==> config.mk <==
export PLATFORM = sky130hd
export DESIGN_NAME = branch_resolve_top
export DESIGN_NICKNAME = d
export VERILOG_FILES = /design/src/branch_pkg.sv /design/src/branch_comparator.sv /design/src/branch_unit.sv /design/src/return_stack.sv /design/src/branch_stats.sv /design/src/branch_resolve_top.sv
export SDC_FILE = /design/constraint.sdc
export NUM_CORES = 1
export LEC_CHECK = 0
export BUFFER_PORTS_ARGS = -buffer_cell sky130_fd_sc_hd__buf_2
export CORE_AREA = 5 5 187 189
export CTS_CLUSTER_SIZE = 30
export DETAILED_ROUTE_END_ITERATION = 8
export DIE_AREA = 0 0 192 194
export PLACE_DENSITY = 0.74
export SLEW_MARGIN = 20
export SYNTH_ARGS = -nofsm -noshare
export SYNTH_HDL_FRONTEND = slang
export SYNTH_SLANG_ARGS = --single-unit
==> constraint.sdc <==
create_clock -name clk -period 6.1 [get_ports clk]
set_input_delay 0 -clock clk [delete_from_list [all_inputs] [get_ports clk]]
set_output_delay 0 -clock clk [all_outputs]
set_load 0.05 [all_outputs]
==> src/branch_pkg.sv <==
// Branch resolution package with widths, opcodes, compare functions and link registers
package branch_pkg;

    ////////////////////
    // Widths and sizes

    // Data and address width
    localparam int XLEN = 32;

    // Return address stack
    localparam int RAS_DEPTH = 4;
    localparam int RAS_PTR_W = 2;

    // Statistics counter width
    localparam int STAT_W = 16;

    ////////////////////
    // Encodings

    // Major opcodes, instruction bits 6:2
    typedef enum logic [4:0] {
        OPC_BRANCH = 5'b11000,
        OPC_JALR   = 5'b11001,
        OPC_JAL    = 5'b11011
    } opcode_e;

    // Kind of control transfer
    typedef enum logic [1:0] {
        KIND_BRANCH,
        KIND_JAL,
        KIND_JALR,
        KIND_NONE
    } branch_kind_e;

    // Compare function, straight from funct3
    typedef enum logic [2:0] {
        CMP_EQ  = 3'd0,
        CMP_NE  = 3'd1,
        CMP_LT  = 3'd4,
        CMP_GE  = 3'd5,
        CMP_LTU = 3'd6,
        CMP_GEU = 3'd7
    } cmp_fn_e;

    // Link registers used by the call/return hints
    localparam logic [4:0] LINK_RA = 5'd1;
    localparam logic [4:0] LINK_T0 = 5'd5;

    // True for x1 or x5
    function automatic logic is_link(input logic [4:0] reg_idx);
        return (reg_idx == LINK_RA) || (reg_idx == LINK_T0);
    endfunction

endpackage

==> src/branch_comparator.sv <==
// Branch comparator giving equality or signed/unsigned less-than of two words
`timescale 1ns/1ns

module branch_comparator (
    input  logic [branch_pkg::XLEN-1:0] a,
    input  logic [branch_pkg::XLEN-1:0] b,
    input  logic                        use_signed,
    input  logic                        less_than,
    output logic                        result
);

    // One extra bit so a single subtract covers both signednesses
    logic [branch_pkg::XLEN:0] a_ext;
    logic [branch_pkg::XLEN:0] b_ext;
    logic [branch_pkg::XLEN:0] diff;
    logic                      lt;
    logic                      eq;

    // Sign extend for signed, zero extend for unsigned
    assign a_ext = {use_signed & a[branch_pkg::XLEN-1], a};
    assign b_ext = {use_signed & b[branch_pkg::XLEN-1], b};
    assign diff  = a_ext - b_ext;

    // Borrow out of the top bit means a < b
    assign lt = diff[branch_pkg::XLEN];
    assign eq = (a == b);

    assign result = less_than ? lt : eq;

endmodule

==> src/branch_unit.sv <==
// Branch unit that decodes, compares and holds a branch, then resolves target and flush
`timescale 1ns/1ns

module branch_unit (
    input  logic                        clk,
    input  logic                        rst,
    input  logic                        new_request,
    input  logic [31:0]                 instruction,
    input  logic [branch_pkg::XLEN-1:0] rs1,
    input  logic [branch_pkg::XLEN-1:0] rs2,
    input  logic [branch_pkg::XLEN-1:0] dec_pc,
    input  logic                        dec_pc_valid,
    output logic                        branch_ex,
    output logic                        branch_taken,
    output logic                        flush,
    output logic [branch_pkg::XLEN-1:0] jump_pc,
    output logic [branch_pkg::XLEN-1:0] njump_pc,
    output logic                        is_return_ex,
    output logic                        ras_push,
    output logic                        ras_pop
);

    // Issue-cycle decode
    branch_pkg::branch_kind_e    kind;
    branch_pkg::cmp_fn_e         cmp_fn;
    logic [4:0]                  rd_idx;
    logic [4:0]                  rs1_idx;
    logic [branch_pkg::XLEN-1:0] imm_b;
    logic [branch_pkg::XLEN-1:0] imm_j;
    logic [branch_pkg::XLEN-1:0] imm_i;
    logic [branch_pkg::XLEN-1:0] offset;
    logic [branch_pkg::XLEN-1:0] base;
    logic [branch_pkg::XLEN-1:0] target;
    logic                        cmp_signed;
    logic                        cmp_less_than;
    logic                        cmp_result;
    logic                        is_call;
    logic                        is_return;

    // Held state
    logic                        pending;
    logic                        capture;
    logic                        completing;
    branch_pkg::branch_kind_e    kind_ex;
    branch_pkg::cmp_fn_e         fn_ex;
    logic                        result_ex;
    logic                        call_ex;
    logic                        return_ex;
    logic [branch_pkg::XLEN-1:0] next_pc;

    ////////////////////
    // Decode

    always_comb begin
        case (instruction[6:2])
            branch_pkg::OPC_BRANCH: kind = branch_pkg::KIND_BRANCH;
            branch_pkg::OPC_JAL:    kind = branch_pkg::KIND_JAL;
            branch_pkg::OPC_JALR:   kind = branch_pkg::KIND_JALR;
            default:                kind = branch_pkg::KIND_NONE;
        endcase
    end

    assign cmp_fn  = branch_pkg::cmp_fn_e'(instruction[14:12]);
    assign rd_idx  = instruction[11:7];
    assign rs1_idx = instruction[19:15];

    // B, J and I immediates, all sign extended
    assign imm_b = {{19{instruction[31]}}, instruction[31], instruction[7],
                    instruction[30:25], instruction[11:8], 1'b0};
    assign imm_j = {{11{instruction[31]}}, instruction[31], instruction[19:12],
                    instruction[20], instruction[30:21], 1'b0};
    assign imm_i = {{20{instruction[31]}}, instruction[31:20]};

    always_comb begin
        case (kind)
            branch_pkg::KIND_JAL:  offset = imm_j;
            branch_pkg::KIND_JALR: offset = imm_i;
            default:               offset = imm_b;
        endcase
    end

    // JALR is register relative, the rest are pc relative
    assign base   = (kind == branch_pkg::KIND_JALR) ? rs1 : dec_pc;
    assign target = base + offset;

    ////////////////////
    // Compare

    assign cmp_signed    = (cmp_fn == branch_pkg::CMP_LT) || (cmp_fn == branch_pkg::CMP_GE);
    assign cmp_less_than = cmp_fn inside {branch_pkg::CMP_LT, branch_pkg::CMP_GE,
                                          branch_pkg::CMP_LTU, branch_pkg::CMP_GEU};

    branch_comparator comparator (
        .a          (rs1),
        .b          (rs2),
        .use_signed (cmp_signed),
        .less_than  (cmp_less_than),
        .result     (cmp_result)
    );

    // Call and return hints
    // Link to link with different registers does pop then push
    assign is_call   = ((kind == branch_pkg::KIND_JAL) || (kind == branch_pkg::KIND_JALR))
                       && branch_pkg::is_link(rd_idx);
    assign is_return = (kind == branch_pkg::KIND_JALR) && branch_pkg::is_link(rs1_idx)
                       && (!branch_pkg::is_link(rd_idx) || (rd_idx != rs1_idx));

    ////////////////////
    // Hold until next pc

    // Set wins over clear, so a back-to-back issue stays pending
    always_ff @(posedge clk) begin
        if (rst) begin
            pending <= 1'b0;
        end else if (new_request) begin
            pending <= 1'b1;
        end else if (dec_pc_valid) begin
            pending <= 1'b0;
        end
    end

    assign completing = pending & dec_pc_valid;
    assign capture    = ~pending | completing;

    always_ff @(posedge clk) begin
        if (capture) begin
            kind_ex   <= kind;
            fn_ex     <= cmp_fn;
            result_ex <= cmp_result;
            jump_pc   <= {target[branch_pkg::XLEN-1:1], 1'b0};
            njump_pc  <= dec_pc + branch_pkg::XLEN'(4);
            call_ex   <= is_call;
            return_ex <= is_return;
        end
    end

    ////////////////////
    // Resolve

    // Jumps always taken, NE/GE/GEU invert the raw compare
    always_comb begin
        case (kind_ex)
            branch_pkg::KIND_JAL,
            branch_pkg::KIND_JALR:   branch_taken = 1'b1;
            branch_pkg::KIND_BRANCH: branch_taken = result_ex ^ (fn_ex inside
                {branch_pkg::CMP_NE, branch_pkg::CMP_GE, branch_pkg::CMP_GEU});
            default:                 branch_taken = 1'b0;
        endcase
    end

    assign next_pc = branch_taken ? jump_pc : njump_pc;

    assign branch_ex    = completing;
    // Bit 0 of the arriving pc is ignored
    assign flush        = completing && (dec_pc[branch_pkg::XLEN-1:1] !=
                                         next_pc[branch_pkg::XLEN-1:1]);
    assign is_return_ex = return_ex;
    assign ras_push     = completing & call_ex;
    assign ras_pop      = completing & return_ex;

    ////////////////////
    // Checks

    // One branch in flight at a time
    no_issue_while_pending: assert property (@(posedge clk) disable iff (rst)
        new_request |-> (!pending || completing));

    // Only branches and jumps are issued
    issue_is_branch: assert property (@(posedge clk) disable iff (rst)
        new_request |-> (kind != branch_pkg::KIND_NONE));

endmodule

==> src/return_stack.sv <==
// Return address stack as a circular buffer with push, pop and replace
`timescale 1ns/1ns

module return_stack (
    input  logic                        clk,
    input  logic                        rst,
    input  logic                        push,
    input  logic                        pop,
    input  logic [branch_pkg::XLEN-1:0] new_addr,
    output logic [branch_pkg::XLEN-1:0] top
);

    logic [branch_pkg::XLEN-1:0]  entries [branch_pkg::RAS_DEPTH];
    // Points at the current top entry
    logic [branch_pkg::RAS_PTR_W-1:0] ptr;
    // Valid entries, 0 to RAS_DEPTH
    logic [branch_pkg::RAS_PTR_W:0]   count;

    // Pointer and occupancy
    always_ff @(posedge clk) begin
        if (rst) begin
            ptr   <= '0;
            count <= '0;
        end else if (push && pop) begin
            // Replace keeps the pointer, empty becomes one entry
            if (count == '0) begin
                count <= count + 1'b1;
            end
        end else if (push) begin
            // Wraps over the oldest entry when full
            ptr <= ptr + 1'b1;
            if (count < branch_pkg::RAS_DEPTH) begin
                count <= count + 1'b1;
            end
        end else if (pop) begin
            // Pop on empty is ignored
            if (count != '0) begin
                ptr   <= ptr - 1'b1;
                count <= count - 1'b1;
            end
        end
    end

    // Entry storage
    always_ff @(posedge clk) begin
        if (push && pop) begin
            entries[ptr] <= new_addr;
        end else if (push) begin
            entries[ptr + 1'b1] <= new_addr;
        end
    end

    assign top = (count == '0) ? '0 : entries[ptr];

    // Occupancy bounded by the depth
    count_in_range: assert property (@(posedge clk) disable iff (rst)
        count <= branch_pkg::RAS_DEPTH);

endmodule

==> src/branch_stats.sv <==
// Branch statistics with saturating counters for correct and mispredicted events
`timescale 1ns/1ns

module branch_stats (
    input  logic                          clk,
    input  logic                          rst,
    input  logic                          branch_ex,
    input  logic                          is_return,
    input  logic                          flush,
    output logic [branch_pkg::STAT_W-1:0] branches_ok,
    output logic [branch_pkg::STAT_W-1:0] branches_bad,
    output logic [branch_pkg::STAT_W-1:0] returns_ok,
    output logic [branch_pkg::STAT_W-1:0] returns_bad
);

    // Indexed by {is_return, flush}
    logic [branch_pkg::STAT_W-1:0] counts [4];
    logic [1:0]                    sel;

    assign sel = {is_return, flush};

    // Hold at all ones once saturated
    always_ff @(posedge clk) begin
        if (rst) begin
            counts <= '{default: '0};
        end else if (branch_ex && (counts[sel] != '1)) begin
            counts[sel] <= counts[sel] + 1'b1;
        end
    end

    assign branches_ok  = counts[0];
    assign branches_bad = counts[1];
    assign returns_ok   = counts[2];
    assign returns_bad  = counts[3];

endmodule

==> src/branch_resolve_top.sv <==
// Branch resolution top connecting branch unit, return stack and statistics
`timescale 1ns/1ns

module branch_resolve_top (
    input  logic                          clk,
    input  logic                          rst,
    input  logic                          new_request,
    input  logic [31:0]                   instruction,
    input  logic [branch_pkg::XLEN-1:0]   rs1,
    input  logic [branch_pkg::XLEN-1:0]   rs2,
    input  logic [branch_pkg::XLEN-1:0]   dec_pc,
    input  logic                          dec_pc_valid,
    output logic                          branch_ex,
    output logic                          branch_taken,
    output logic                          flush,
    output logic [branch_pkg::XLEN-1:0]   jump_pc,
    output logic [branch_pkg::XLEN-1:0]   njump_pc,
    output logic [branch_pkg::XLEN-1:0]   ras_top,
    output logic [branch_pkg::STAT_W-1:0] branches_ok,
    output logic [branch_pkg::STAT_W-1:0] branches_bad,
    output logic [branch_pkg::STAT_W-1:0] returns_ok,
    output logic [branch_pkg::STAT_W-1:0] returns_bad
);

    logic is_return_ex;
    logic ras_push;
    logic ras_pop;

    branch_unit unit (
        .clk, .rst, .new_request, .instruction, .rs1, .rs2, .dec_pc, .dec_pc_valid,
        .branch_ex, .branch_taken, .flush, .jump_pc, .njump_pc,
        .is_return_ex, .ras_push, .ras_pop
    );

    // Return address is the fall-through pc
    return_stack ras (
        .clk, .rst,
        .push     (ras_push),
        .pop      (ras_pop),
        .new_addr (njump_pc),
        .top      (ras_top)
    );

    branch_stats stats (
        .clk, .rst, .branch_ex,
        .is_return (is_return_ex),
        .flush,
        .branches_ok, .branches_bad, .returns_ok, .returns_bad
    );

endmodule

# Word level (Yosys, flattened, before mapping)
# Memories as Yosys holds them, arrays and structs flattened. A register that Yosys moved wholly into a read port is not among the register bits.
# Cells that the tools add are included.
# Widths: inputs -> output; s select.
op_classes:
  n_addsub: 8
  multipliers: 0
  div_mod_pow: 0
  magnitude_cmp: 3
  eq_ne: 24
  shift: 0
  mux: 34
  bitwise: 10
  n_reduce_logical: 27
ops:
  columns: ["op", "n"]
  rows:
  - ["$mux 32", 4]
  - ["$bwmux 64", 1]
  - ["$mux 16", 3]
  - ["$pmux 20 s2", 1]
  - ["$sub 33x33->33", 1]
  - ["$add 32x3->32 const B", 1]
  - ["$add 32x32->32", 1]
  - ["$bmux 16 s2", 1]
  - ["$demux 16 s2", 1]
  - ["$eq 32x32->1", 1]
  - ["$reduce_or 32->1", 1]
  - ["$ne 31x31->1", 1]
  - ["$eq 3x3->1 const B", 6]
  - ["$mux 3", 6]
  - ["$add 16x1->16 const B", 1]
  - ["$ne 16x16->1 const B", 1]
  - ["$eq 5x5->1 const B", 3]
  - ["$mux 2", 6]
  - ["$reduce_bool 3->1", 4]
  - ["$eq 5x1->1 const B", 2]
  - ["$eq 5x3->1 const B", 2]
  - ["$mux 1", 9]
  - ["$logic_and 1x1->1", 7]
  - ["$pmux 2 s3", 1]
  - ["28 further kinds", 41]
totals:
  ff_bits: 141
  latch_bits: 0
  ram_bits: 128
  rom_bits: 0
  input_bits: 132
  out_inout_bits: 163
  elab_cells: 121
  n_memories: 1
memory_table:
  columns: ["memory", "depth", "word_bits", "read_ports", "rd_clocked_by_memory_dff", "wr", "line_no", "text"]
  rows:
  - ["ras.entries", 4, 32, 1, 1, 1, "return_stack.sv:13", "logic [branch_pkg::XLEN-1:0] entries [branch_pkg::RAS_DEPTH];"]

# Longest topological paths before layout
# Gate-level depths: netlist of the first run.
depth:
  word_depth: 13
  depth_mapped: 21
  mapped_depth_nobuf: 20

# By module
# A second synthesis of the first run with hierarchy kept.
unflattened:
  cells_unflattened: 1315
  hier_area_um2: 15134.5
modules_own_cells:
  columns: ["module", "instances", "cells_per_inst", "area_each_um2", "seq_area_each_um2"]
  rows:
  - ["branch_unit", 1, 661, 6024.5, 2152.1]
  - ["return_stack", 1, 248, 5257.5, 3983.8]
  - ["branch_stats", 1, 284, 2990.4, 1281.2]
  - ["branch_comparator", 1, 122, 862.1, 0.0]

# Worst setup path after synthesis of the first run
# No wires, ideal clock.
synth_timing:
  kind: "register -> register"
  from: "register unit.return_ex, in the netlist unit.is_return_ex"
  to: "memory ras.entries[3][0] (netlist name), enable pin"
  setup_ns: 0.468
  arrival_time_ns: 4.035
  t_required_ns: 5.632
  slack_ns: 1.597
  stages_incl_launch_ff: 7
  n_path_buf: 2
  synth_period_minus_slack_ns: 4.503
  cell_sequence: "edfxtp_1 -> buf_1 -> clkbuf_1 -> nand2_1 -> ha_1 -> xnor2_1 -> nor3b_1"
synth_between:
  elab_chain_cells: 6
  word_cells_on_any_way: 9
  classes_between: "mux (6); bitwise (1); reduce/logical (2)"
synth_rtl:
  columns: ["element", "line_no", "text"]
  rows:
  - ["start: declaration", "branch_unit.sv:48", "logic return_ex;"]
  - ["start signal: assignment", "branch_unit.sv:133", "return_ex <= is_return;"]
  - ["$and 1x1->1 *", "branch_unit.sv:159", "assign ras_pop = completing & return_ex;"]
  - ["$logic_and 1x1->1 *", "return_stack.sv:46", "if (push && pop) begin"]
  - ["$mux 1", "return_stack.sv:46", null]
  - ["$mux 1 (not written as such)", "return_stack.sv:49", "entries[ptr + 1'b1] <= new_addr;"]
  - ["$reduce_or 32->1 (no source line)", null, null]
  - ["$mux 2 (no source line) / $mux 1 (equally long branches)", null, null]
  - ["end: declaration", "return_stack.sv:13", null]
# Mark *: on every way between the ends. The rest lies on a longest branch, timed or not.

# Worst setup path after layout of the first run
layout_timing:
  from: "input instruction[2]"
  to: "register unit.jump_pc[30] (netlist name) (data pin)"
layout_between:
  elab_chain_cells: 5
  word_cells_on_any_way: 9
  classes_between: "add/sub (1); eq/ne (5); mux (3)"
layout_rtl:
  columns: ["element", "line_no", "text"]
  rows:
  - ["start: declaration", "branch_resolve_top.sv:8", "input logic [31:0] instruction,"]
  - ["$eq 5x5->1", "branch_unit.sv:55", "case (instruction[6:2])"]
  - ["$pmux 2 s3 *", "branch_unit.sv:55", null]
  - ["$eq 2x2->1 / $eq 2x1->1 (equally long branches)", "branch_unit.sv:75, branch_unit.sv:83", null]
  - ["$pmux 20 s2 / $mux 32 (equally long branches)", "branch_unit.sv:75, branch_unit.sv:83", null]
  - ["$add 32x32->32 *", "branch_unit.sv:84", "assign target = base + offset;"]
  - ["net unit.target (one bit)", "branch_unit.sv:33", "logic [branch_pkg::XLEN-1:0] target;"]
  - ["end signal: assignment", "branch_unit.sv:130", "jump_pc <= {target[branch_pkg::XLEN-1:1], 1'b0};"]
  - ["end: declaration", "branch_unit.sv:16", "output logic [branch_pkg::XLEN-1:0] jump_pc,"]
# Mark *: on every way through the listed nets, which the timed path passes. The rest lies on a longest branch.
# A chain may end at the register's enable or synchronous reset.

==> results of run 1 <==
==> logic make-up (layout without fill, tap and decap cells) <==
family,count (synthesis),count (layout),synth area share [%]
other,1,2,0.02511
AND/OR/NAND/NOR,391,391,13.14
AO/OA/AOI/OAI,227,227,10.25
multiplexers,89,89,10.13
XOR/XNOR,120,120,7.036
adder cells (fa/ha/maj),76,76,6.416
flip-flops,271,271,49.66
buffers and inverters,120,486,3.342
==> flip-flops by register name, summed over array words and instances, names as in the netlist, named ones only <==
| name | cells |
|---|---|
| ras.count | 3 |
| ras.entries | 128 |
| ras.ptr | 2 |
| stats.branches_bad | 16 |
| stats.branches_ok | 16 |
| stats.returns_bad | 16 |
| stats.returns_ok | 16 |
| unit.call_ex | 1 |
| unit.fn_ex | 3 |
| unit.is_return_ex | 1 |
| unit.jump_pc | 31 |
| unit.kind_ex | 2 |
| unit.njump_pc | 32 |
| unit.pending | 1 |
| unit.result_ex | 1 |
==> synth_stat cells, types with 4 or more instances <==
library cell	instances	area share, %
o2bb2ai_1	6	0.35
xor2_1	22	1.3
dfxtp_1	72	9.6
mux2_2	24	1.8
nand3b_1	4	0.20
o21ai_0	59	2.0
inv_1	63	1.6
or3_1	4	0.17
buf_2	6	0.20
nand2b_1	16	0.67
and2_1	9	0.38
nand4_1	21	0.88
nor3_1	13	0.44
nor2_1	86	2.2
mux4_2	44	6.6
ha_1	75	6.3
and3_1	9	0.38
mux2i_1	17	1.1
nand3_1	52	1.7
a21oi_1	48	1.6
a31oi_1	7	0.29
edfxtp_1	199	40
clkbuf_1	38	0.95
buf_1	4	0.10
buf_6	4	0.30
xnor2_1	98	5.7
o21a_1	12	0.60
nor2b_1	45	1.9
nand2_1	107	2.7
a21o_1	31	1.6
a211oi_2	6	0.50
a211oi_1	18	0.90
nor4_1	5	0.21
==> stage by stage <==
stage	worst slack [ns]	power (µW)
6_report	1.057	4751
5_1_grt	0.6833	4929
4_1_cts	1.100	4776
3_5_place_dp	1.396	3033
3_3_place_gp	1.479	3018
2_1_floorplan	1.597	2762
==> repair_timing <==
item,in CTS,in global routing
setup endpoints to repair,0,0
hold buffers,67,0
endpoints found under the hold margin,48,0
==> routing by layer <==
layer,routed length (µm),vias up
met1,17740,5651
met4,1775,0
li1,-,5440
met2,20520,476
met3,2681,111
met5,0,-
==> area by class of cell <==
cell class | instances | area [µm²] | area share (%)
Sequential cell | 271 | 7420 | 40.26
Multi-Input combinational cell | 904 | 7063 | 38.33
Timing Repair Buffer | 369 | 2210 | 11.99
Clock buffer | 37 | 765.7 | 4.155
Tap cell | 448 | 560.5 | 3.042
Inverter | 65 | 244.0 | 1.324
Clock inverter | 15 | 162.7 | 0.8827
Antenna cell | 1 | 2.502 | 0.01358
==> power breakdown <==
group	internal (µW)	leakage (µW)	switching (µW)	total, µW
Combinational	296	0.00444	575	871
Clock	978	0.000452	732	1710
Sequential	2080	0.00247	90.2	2170
==> worst max-delay path by stage <==
| stage | to | slack [ns] | cells after the start |
|---|---|---|---|
| floorplan | ras.entries[3][0]$_DFFE_PP_ | 1.60 | 6 |
| global placement | unit.jump_pc[30]$_DFFE_PP_ | 1.48 | 18 |
| detailed placement | unit.jump_pc[30]$_DFFE_PP_ | 1.40 | 18 |
| CTS | unit.jump_pc[30]$_DFFE_PP_ | 1.10 | 21 |
| global route | unit.jump_pc[30]$_DFFE_PP_ | 0.68 | 21 |
| finish | unit.jump_pc[30]$_DFFE_PP_ | 1.06 | 21 |
==> worst max-delay path, delay by kind of cell <==
family | cells | cell delay [ns]
adders and majority gates | 2 | 0.41
xor gates and xnor gates | 1 | 0.12
buffers and inverters | 6 | 1.74
and+or+nand+nor | 3 | 0.96
AOI/OAI and AO/OA | 9 | 2.12
==> key figures, run 1 <==
Status
  • Status: finished, final reports clean

Synth
  • Main synth FF type: edfxtp_1
  • #FFs+latches synth: between 200 and 300
  • Asr flop ratio synth: 0%
  • Mean Syn Cell Area: roughly 12 µm²
  • Yosys warns: 0
  • Cells after Synth: about 1300
  • Yosys cell types: 74
  • Mapped Area: 0.01494 mm²
  • Number of synthesized flops with an enable pin: between 150 and 200
  • Syn_nets: 1503
  • Sequential area share after synthesis: between 40% and 50%

Finish
  • Post-layout util: a little under three fifths
  • Fin cells: 2110
  • FILL cells: about 2800
  • Design Area, Final: ~0.018 mm²
  • Nets@finish: 1847
  • Most frequent cells in the layout: buf_2, edfxtp_1, nand2_1
  • Share of cells above drive strength 1: 27.33%
  • P&R area growth vs syn: 23.37%
  • Commonest non-fill, non-tap cell in the layout: buf_2

Placement
  • Dpl cells: 1990
  • DP HPWL: about 31 mm
  • Count of input and output buffers: between 200 and 300
  • DP Area: between 0.015 and 0.02 mm²
  • GPL Wtd Cong: between 0.9 and 1

Critical path
  • Arrival @ worst endpoint: about 5.4 ns
  • Critical path endpoint category: flop
  • Critical Path Start Type: input pin
  • Worst path max stage delay: between 0.5 and 0.6 ns
  • CP max-delay cell: or4_1
  • Crit Path Class: input pin to flop
  • Reg2reg end: stats.returns_bad[3]$_SDFFE_PP0P_
  • Max FO, Critical Path: 45
  • Reg2Reg Depth: 15
  • Worst EP required: 6.42 ns
  • CP startpoint: instruction[2]
  • Reg2reg start: unit.njump_pc[24]$_DFFE_PP_
  • Crit-path cells: dlygate4sd3_1, buf_2, inv_1, or4_1, inv_1, ha_1, buf_4, and3_1, dlygate4sd3_1, fa_1, a21o_1, a21oi_1, o21a_1, o21ai_0, o2111ai_1, a31oi_1, nand2_1, a311oi_1, a21o_1, a21oi_1, xnor2_1
  • Flop-to-flop setup slack: roughly 1.5 ns

Power and ir drop
  • VDD IR max: ~0.19 mV
  • Static Leak: 0.007361 µW
  • Power per Cell Area: approximately 260 mW/mm²

Clocking
  • Reg clk slew, reported paths: 0.07 ns
  • CTS tree: yes
  • Buffer count from post-CTS setup fixing: 0
  • H-tree levels: 1
  • CTS resizes: 0
  • Worst-Skew Late Latency: ~0.56 ns
  • CTS buffer count: 28
  • CTS root buf: clkbuf_16
  • Clk sinks: roughly 270
  • Clk buf depth: 3

Min path
  • Hold worst-path end: unit.jump_pc[1]$_DFFE_PP_
  • Hold WC Path Type: input pin to flop
  • Hold Path Depth: 3
  • Hold Crit Start: rs1[1]

Floorplanning
  • Core area: 0.03311 mm²
  • Initial Utilization: between 40% and 50%
  • Die W: between 150 and 200 µm
  • Die Height: about 190 µm
  • Die area: ~0.037 mm²
  • Cell Rows: 67
  • Ports: between 200 and 300

Job
  • MaxCap Viol Count: 0

Detailed routing
  • DRC Markers: 0
  • Vias: approximately 12000
  • DRT Wirelength: approximately 43 mm
  • Vias per inst: 5.535
  • Pre-antenna DRT Iters: 7
  • Antenna Nets Post-Route: 0
  • Routed len/inst: a little over 20 µm
  • Iteration-0 DRC Markers: just over 900

STA
  • Fin crit share: between 80% and 90%
  • FMAX: between 0.15 and 0.2 GHz
  • Final setup violation count: 0
  • Final hold slack: ~0.045 ns
  • Max-slew violation count: 0
  • Final Hold Viols: 0
  • Crit path time final: around 5.0 ns
  • Setup TNS Final: 0 ns
  • Unrepaired setup endpoints after global routing: false
  • Worst-Margin Slew: roughly 1.1 ns
  • Clock Skews: around 0.034 ns
  • Slew Limit Headroom: around a quarter

GRT
  • Met1 global-route usage: between 30% and 40%
  • First-pass GRT wire length: about 66 mm
  • Number of global-route vias before repair: between 10000 and 15000
  • Busiest grt layer: met2
  • Pin count of the biggest net entering global routing: 73
  • Total track usage: between 20 and 25%
  • Initial antenna violation count: 1
  • Routing usage on met3: under 10%
  • GR Util met2: between 30% and 40%
  • GRT overflow: 0
Power figures use the tool's default switching activity.
==> run 2, diff against run 1 <==
Settings changed: PLACE_DENSITY 0.74 to 0.76.
Clock period 6.1 ns to 4.44 ns, I/O delays scaled along.
==> key figures, run 2 (synthesized netlist as in run 1, its figures left out) <==
Status
  • Status: finished, final reports clean

GRT
  • GRT overflow: 0 (unchanged)
  • Pin count of the biggest net entering global routing: 73 (unchanged)
  • Number of global-route vias before repair: 12136 (+3.1%)
  • Total track usage: 23.38% (+0.95 points)
  • First-pass GRT wire length: 68.74 mm (+3.9%)
  • Initial antenna violation count: 3 (+2)

Critical path
  • Critical path's most frequent cell: mux2i_4
  • CP max-delay cell: edfxtp_1
  • CP delay by family, top: multiplexers
  • Arrival @ worst endpoint: 4.55 ns (-0.81 ns)
  • CP Buf/Inv Count: 1 (-5)
  • CP startpoint: unit.njump_pc[9]$_DFFE_PP_
  • Flop-to-flop setup slack: 0.26 ns (-1.20 ns)
  • Worst EP required: 4.81 ns (-1.61 ns)
  • Critical path endpoint category: flop
  • Critical Path Start Type: flop
  • Crit Path Class: flop to flop
  • Max FO, Critical Path: 8 (-82%)
  • Worst path max stage delay: 0.52 ns (-0.07 ns)
  • Reg2reg start: unit.njump_pc[9]$_DFFE_PP_
  • Crit-path cells: xor2_1, a221o_1, nor4_1, nand4_1, mux2i_4, a21oi_4, mux4_2, ha_1, nand2_1, mux2i_4, buf_4, nand3_1, nor2_1, mux2i_1, a211oi_1

Job
  • MaxCap Viol Count: 0 (unchanged)

Floorplanning
  • Core area: 0.03311 mm² (unchanged)
  • Cell Rows: 67 (unchanged)
  • Die W: 192 µm (unchanged)
  • Ports: 295 (unchanged)
  • Die area: 0.03725 mm² (unchanged)
  • Initial Utilization: 45.11% (unchanged)
  • Die Height: 194 µm (unchanged)

STA
  • Final setup violation count: 0 (unchanged)
  • Fin crit share: 94.21%
  • Final critical-path setup slack: 0.2571 ns (-0.7995 ns)
  • Crit path time final: roughly 4.2 ns
  • Setup TNS Final: 0 ns (unchanged)
  • Unrepaired setup endpoints after global routing: true
  • Slew Limit Headroom: 28.54% (+4.0 points)
  • Final Hold Viols: 0 (unchanged)
  • FMAX: 0.2391 GHz
  • Final hold slack: 0.01025 ns (-0.03448 ns)
  • Max-slew violation count: 0 (unchanged)
  • Clock Skews: 0.03024 ns (-0.003603 ns)
  • Worst-Margin Slew: 1.072 ns (-0.05981 ns)

Placement
  • Worst slack, placed: 0.1424 ns (-1.254 ns)
  • GPL Wtd Cong: 0.9236 (-1.5%)
  • DP HPWL: 32.97 mm (+5.3%)
  • DP Area: 0.01698 mm² (+0.91%)
  • Count of input and output buffers: 291 (unchanged)

Detailed routing
  • Pre-antenna DRT Iters: 5 (-2)
  • Antenna Nets Post-Route: 0 (unchanged)
  • DRC Markers: 0 (unchanged)
  • Met2 wire len: 21.87 mm (+6.6%)
  • Top layer in use: met5
  • Met3 WL: 2.674 mm (-0.26%)
  • DRT Wirelength: 44.63 mm (+4.5%)
  • Vias: 11846 (+1.4%)
  • Iteration-0 DRC Markers: 815 (-12%)
  • Routed len/inst: 21.00 µm (+3.7%)
  • Met1 WL: 18.37 mm (+3.5%)
  • Vias per inst: 5.575 (+0.72%)

Clocking
  • Buffer count from post-CTS setup fixing: 0 (unchanged)
  • Clk buf depth: 3 (unchanged)
  • CTS buffer count: 28 (unchanged)
  • CTS tree: yes
  • Reg clk slew, reported paths: 0.06 ns (about the same)
  • Clk sinks: 271 (unchanged)
  • H-tree levels: 1 (unchanged)
  • CTS root buf: clkbuf_16
  • Worst-Skew Late Latency: 0.55 ns (about the same)

Power and ir drop
  • Static Leak: 0.007435 µW (+1.0%)
  • Power per Cell Area: 350.9 mW/mm² (+36%)
  • Overall power: 6513 µW (+37%)
  • VDD IR max: 0.2942 mV (+57%)

Finish
  • FILL cells: 2747 (-0.69%)
  • Register area: 0.007420 mm² (unchanged)
  • Nets@finish: 1861 (+0.76%)
  • Commonest non-fill, non-tap cell in the layout: buf_2
  • Largest regs: ras.entries x128, unit.njump_pc x32, unit.jump_pc x31
  • Share of cells above drive strength 1: 28.30% (+0.97 points)
  • Largest Register: ras.entries
  • Most frequent cells in the layout: buf_2, edfxtp_1, nand2_1
  • P&R area growth vs syn: 24.25%
  • Area of the multi-input gates: 0.007104 mm² (+0.58%)
  • Design Area, Final: 0.01856 mm² (+0.71%)
  • Number of flip-flops in the largest register: 128 (unchanged)

Min path
  • Hold WC Path Type: input pin to flop
  • Hold Crit Start: instruction[8]
[run 2: worst min-delay path: cells and delay by family]
family,cells,cell delay [ns]
fa+ha+maj,1,0.17
compound gates,1,0.15
buf+inv,1,0.11
[run 2: what timing repair did]
| action | 4_1_cts | 5_1_grt |
|---|---|---|
| hold buffers | 63 | 0 |
| endpoints found under the hold margin | 47 | 0 |
| setup endpoints to repair | 0 | 45 |
| resized for setup | 0 | 7 |
[run 2: per-layer routing]
metal	vias up	GRT usage, %
met1	5795	31.09
met5	-	0
li1	5469	-
met2	471	39.38
met4	2	8.399
met3	109	2.935
[run 2: metrics by stage]
step / utilization, % / instances
2_1_floorplan: - / 1295
3_3_place_gp: 51.28 / 2008
3_5_place_dp: 51.28 / 2008
4_1_cts: 55.93 / 2123
6_report: 56.05 / 2125
5_1_grt: 56.05 / 2125
[run 2: path summary, 6_finish.rpt]
check	to	cells after the start
min	unit.jump_pc[1]$_DFFE_PP_	3
min reg2reg	stats.returns_bad[7]$_SDFFE_PP0P_	2
max	stats.returns_bad[14]$_SDFFE_PP0P_	15
max reg2reg	stats.returns_bad[14]$_SDFFE_PP0P_	15
[run 2: power breakdown]
part | internal, µW | leakage [µW] | switching (µW)
logic | 417 | 0.00453 | 800
registers | 2860 | 0.00247 | 125
clock network | 1340 | 0.000434 | 978
[run 2: cell type report]
class,count,area share [%]
Clock inverter,19,1.018
Antenna cell,2,0.02697
Multi-Input combinational cell,904,38.28
Clock buffer,33,3.877
Inverter,65,1.315
Sequential cell,271,39.98
Timing Repair Buffer,383,12.49
Tap cell,448,3.020
==> run 3, diff against run 2 <==
Settings changed: PLACE_DENSITY 0.76 to 0.7.
==> key figures, run 3 (synthesized netlist as in run 1, its figures left out) <==
Status
  • Status: finished, final reports clean

Placement
  • Count of input and output buffers: 291 (unchanged)
  • DP HPWL: 31.75 mm (-3.7%)
  • GPL Wtd Cong: 0.9178 (-0.63%)

Floorplanning
  • Die W: 192 µm (unchanged)
  • Core area: 0.03311 mm² (unchanged)
  • Die Height: 194 µm (unchanged)
  • Ports: 295 (unchanged)
  • Cell Rows: 67 (unchanged)
  • Die area: 0.03725 mm² (unchanged)
  • Initial Utilization: 45.11% (unchanged)

GRT
  • First-pass GRT wire length: 66.27 mm (-3.6%)
  • Total track usage: 22.38% (-1.0 points)
  • Pin count of the biggest net entering global routing: 73 (unchanged)
  • GRT overflow: 0 (unchanged)
  • Initial antenna violation count: 3 (unchanged)
  • Number of global-route vias before repair: 11710 (-3.5%)

STA
  • FMAX: 0.2338 GHz (-2.2%)
  • Worst-Margin Slew: 1.111 ns (+0.03894 ns)
  • Slew Limit Headroom: 25.95% (-2.6 points)
  • Fin crit share: 96.33% (+2.1 points)
  • Max-slew violation count: 0 (unchanged)
  • Clock Skews: 0.02075 ns (-0.009488 ns)
  • Final setup violation count: 0 (unchanged)
  • Crit path time final: 4.277 ns (+0.09417 ns)
  • Final Hold Viols: 0 (unchanged)

Finish
  • Largest Register: ras.entries
  • Most frequent cells in the layout: buf_2, edfxtp_1, nand2_1
  • P&R area growth vs syn: 25.20%
  • Post-layout util: 56.47% (+0.43 points)
  • Share of cells above drive strength 1: 28.61% (+0.31 points)
  • Number of flip-flops in the largest register: 128 (unchanged)
  • Nets@finish: 1863 (+0.11%)
  • FILL cells: 2754 (+0.25%)
  • Commonest non-fill, non-tap cell in the layout: buf_2
  • Largest regs: ras.entries x128, unit.njump_pc x32, unit.jump_pc x31

Clocking
  • CTS buffer count: 29 (+3.6%)
  • Clk sinks: 271 (unchanged)
  • H-tree levels: 1 (unchanged)
  • Worst-Skew Late Latency: 0.56 ns (about the same)
  • Clk buf depth: 3 (unchanged)
  • CTS root buf: clkbuf_16
  • CTS tree: yes
  • Reg clk slew, reported paths: 0.07 ns (about the same)

Job
  • MaxCap Viol Count: 0 (unchanged)

Power and ir drop
  • VDD IR max: 0.3081 mV (+4.7%)
  • Power per Cell Area: 362.6 mW/mm² (+3.3%)
  • Static Leak: 0.007492 µW (+0.77%)
  • Overall power: 6782 µW (+4.1%)

Detailed routing
  • DRC Markers: 0 (unchanged)
  • Routed len/inst: 20.25 µm (-3.6%)
  • Vias per inst: 5.566 (-0.16%)
  • Vias: 11849 (+0.025%)
  • DRT Wirelength: 43.11 mm (-3.4%)
  • Antenna Nets Post-Route: 0 (unchanged)
  • Pre-antenna DRT Iters: 5 (unchanged)
  • Iteration-0 DRC Markers: 846 (+3.8%)

Critical path
  • Arrival @ worst endpoint: 4.58 ns (+0.03 ns)
  • Crit Path Class: input pin to flop
  • Critical Path Start Type: input pin
  • Critical path endpoint category: flop
  • Worst EP required: 4.75 ns (-0.06 ns)
  • Max FO, Critical Path: 17 (+9)

Min path
  • Hold WC Path Type: input pin to flop
[run 3: cell count changes in the layout (fill, tap and decap cells not counted), moves of 2 or more]
cell and delta:
buf_4 -2, clkinvlp_4 +2, clkinv_1 -3, dlygate4sd3_1 +2
bufinv_16 +3, clkinv_4 -2
[run 3: path summary, 6_finish.rpt]
| check | from | to | slack (ns) | cells after the start |
|---|---|---|---|---|
| setup / recovery | instruction[2] | unit.jump_pc[31]$_DFFE_PP_ | 0.16 | 20 |
| hold reg to reg | stats.returns_bad[6]$_SDFFE_PP0P_ | stats.returns_bad[6]$_SDFFE_PP0P_ | 0.47 | 2 |
| hold / removal | instruction[28] | unit.jump_pc[8]$_DFFE_PP_ | 0.03 | 3 |
| setup reg to reg | unit.kind_ex[0]$_DFFE_PP_ | stats.branches_bad[11]$_SDFFE_PP0P_ | 0.27 | 14 |
[run 3: what timing repair did]
| action | 4_1_cts | 5_1_grt |
|---|---|---|
| endpoints found under the setup margin | 0 | 12 |
| hold endpoints to repair | 47 | 0 |
| buffers inserted | 0 | 2 |
| resized for setup | 0 | 7 |
| hold buffers | 65 | 0 |
[run 3: layout make-up]
cell class                 instances  area (µm²)  share of cell area, %
timing repair buffer             384        2342                  12.53
clock inverter                    21       282.8                  1.512
tap                              448       560.5                  2.997
sequential                       271        7420                  39.68
multi-input combinational        904        7103                  37.98
antenna                            3       7.507                0.04014
inverter                          65       244.0                  1.305
clock buffer                      33       740.7                  3.961
[run 3: report_power, final]
part	switching, µW	total [µW]	internal (µW)
registers	131	2990	2860
logic	790	1210	419
clock network	1030	2580	1560
[run 3: worst max-delay path, stage by stage]
cell           delay, ns
dlygate4sd3_1       0.51
buf_2               0.11
inv_1               0.04
or4_1               0.61
inv_1               0.10
ha_2                0.23
buf_4               0.23
mux2_2              0.36
ha_1                0.35
o21a_1              0.19
o211ai_1            0.26
a21o_1              0.14
o311ai_2            0.14
a22oi_2             0.22
a21oi_2             0.12
a221o_1             0.33
a21oi_1             0.20
nand3b_1            0.18
a31oi_1             0.11
xnor2_1             0.15
[run 3: per-stage QoR]
stage               cells  setup TNS (ns)  hold slack [ns]  worst slack [ns]  area [µm²]
floorplan            1295               0          0.09887           0.06101       14940
global route         2129        -0.02883          0.02779          -0.02883       18700
finish               2129               0          0.03019            0.1630       18700
global placement     2005               0           0.1880            0.2430       16960
CTS                  2124               0         0.002126            0.1915       18630
detailed placement   2005               0           0.1913            0.1518       16960
[run 3: routing by layer]
metal	wire, µm	up-vias	global-route usage [%]
li1	-	5462	-
met1	17980	5784	31.12
met2	20810	505	36.72
met3	2950	98	2.665
met4	1365	0	7.211
met5	0	-	0
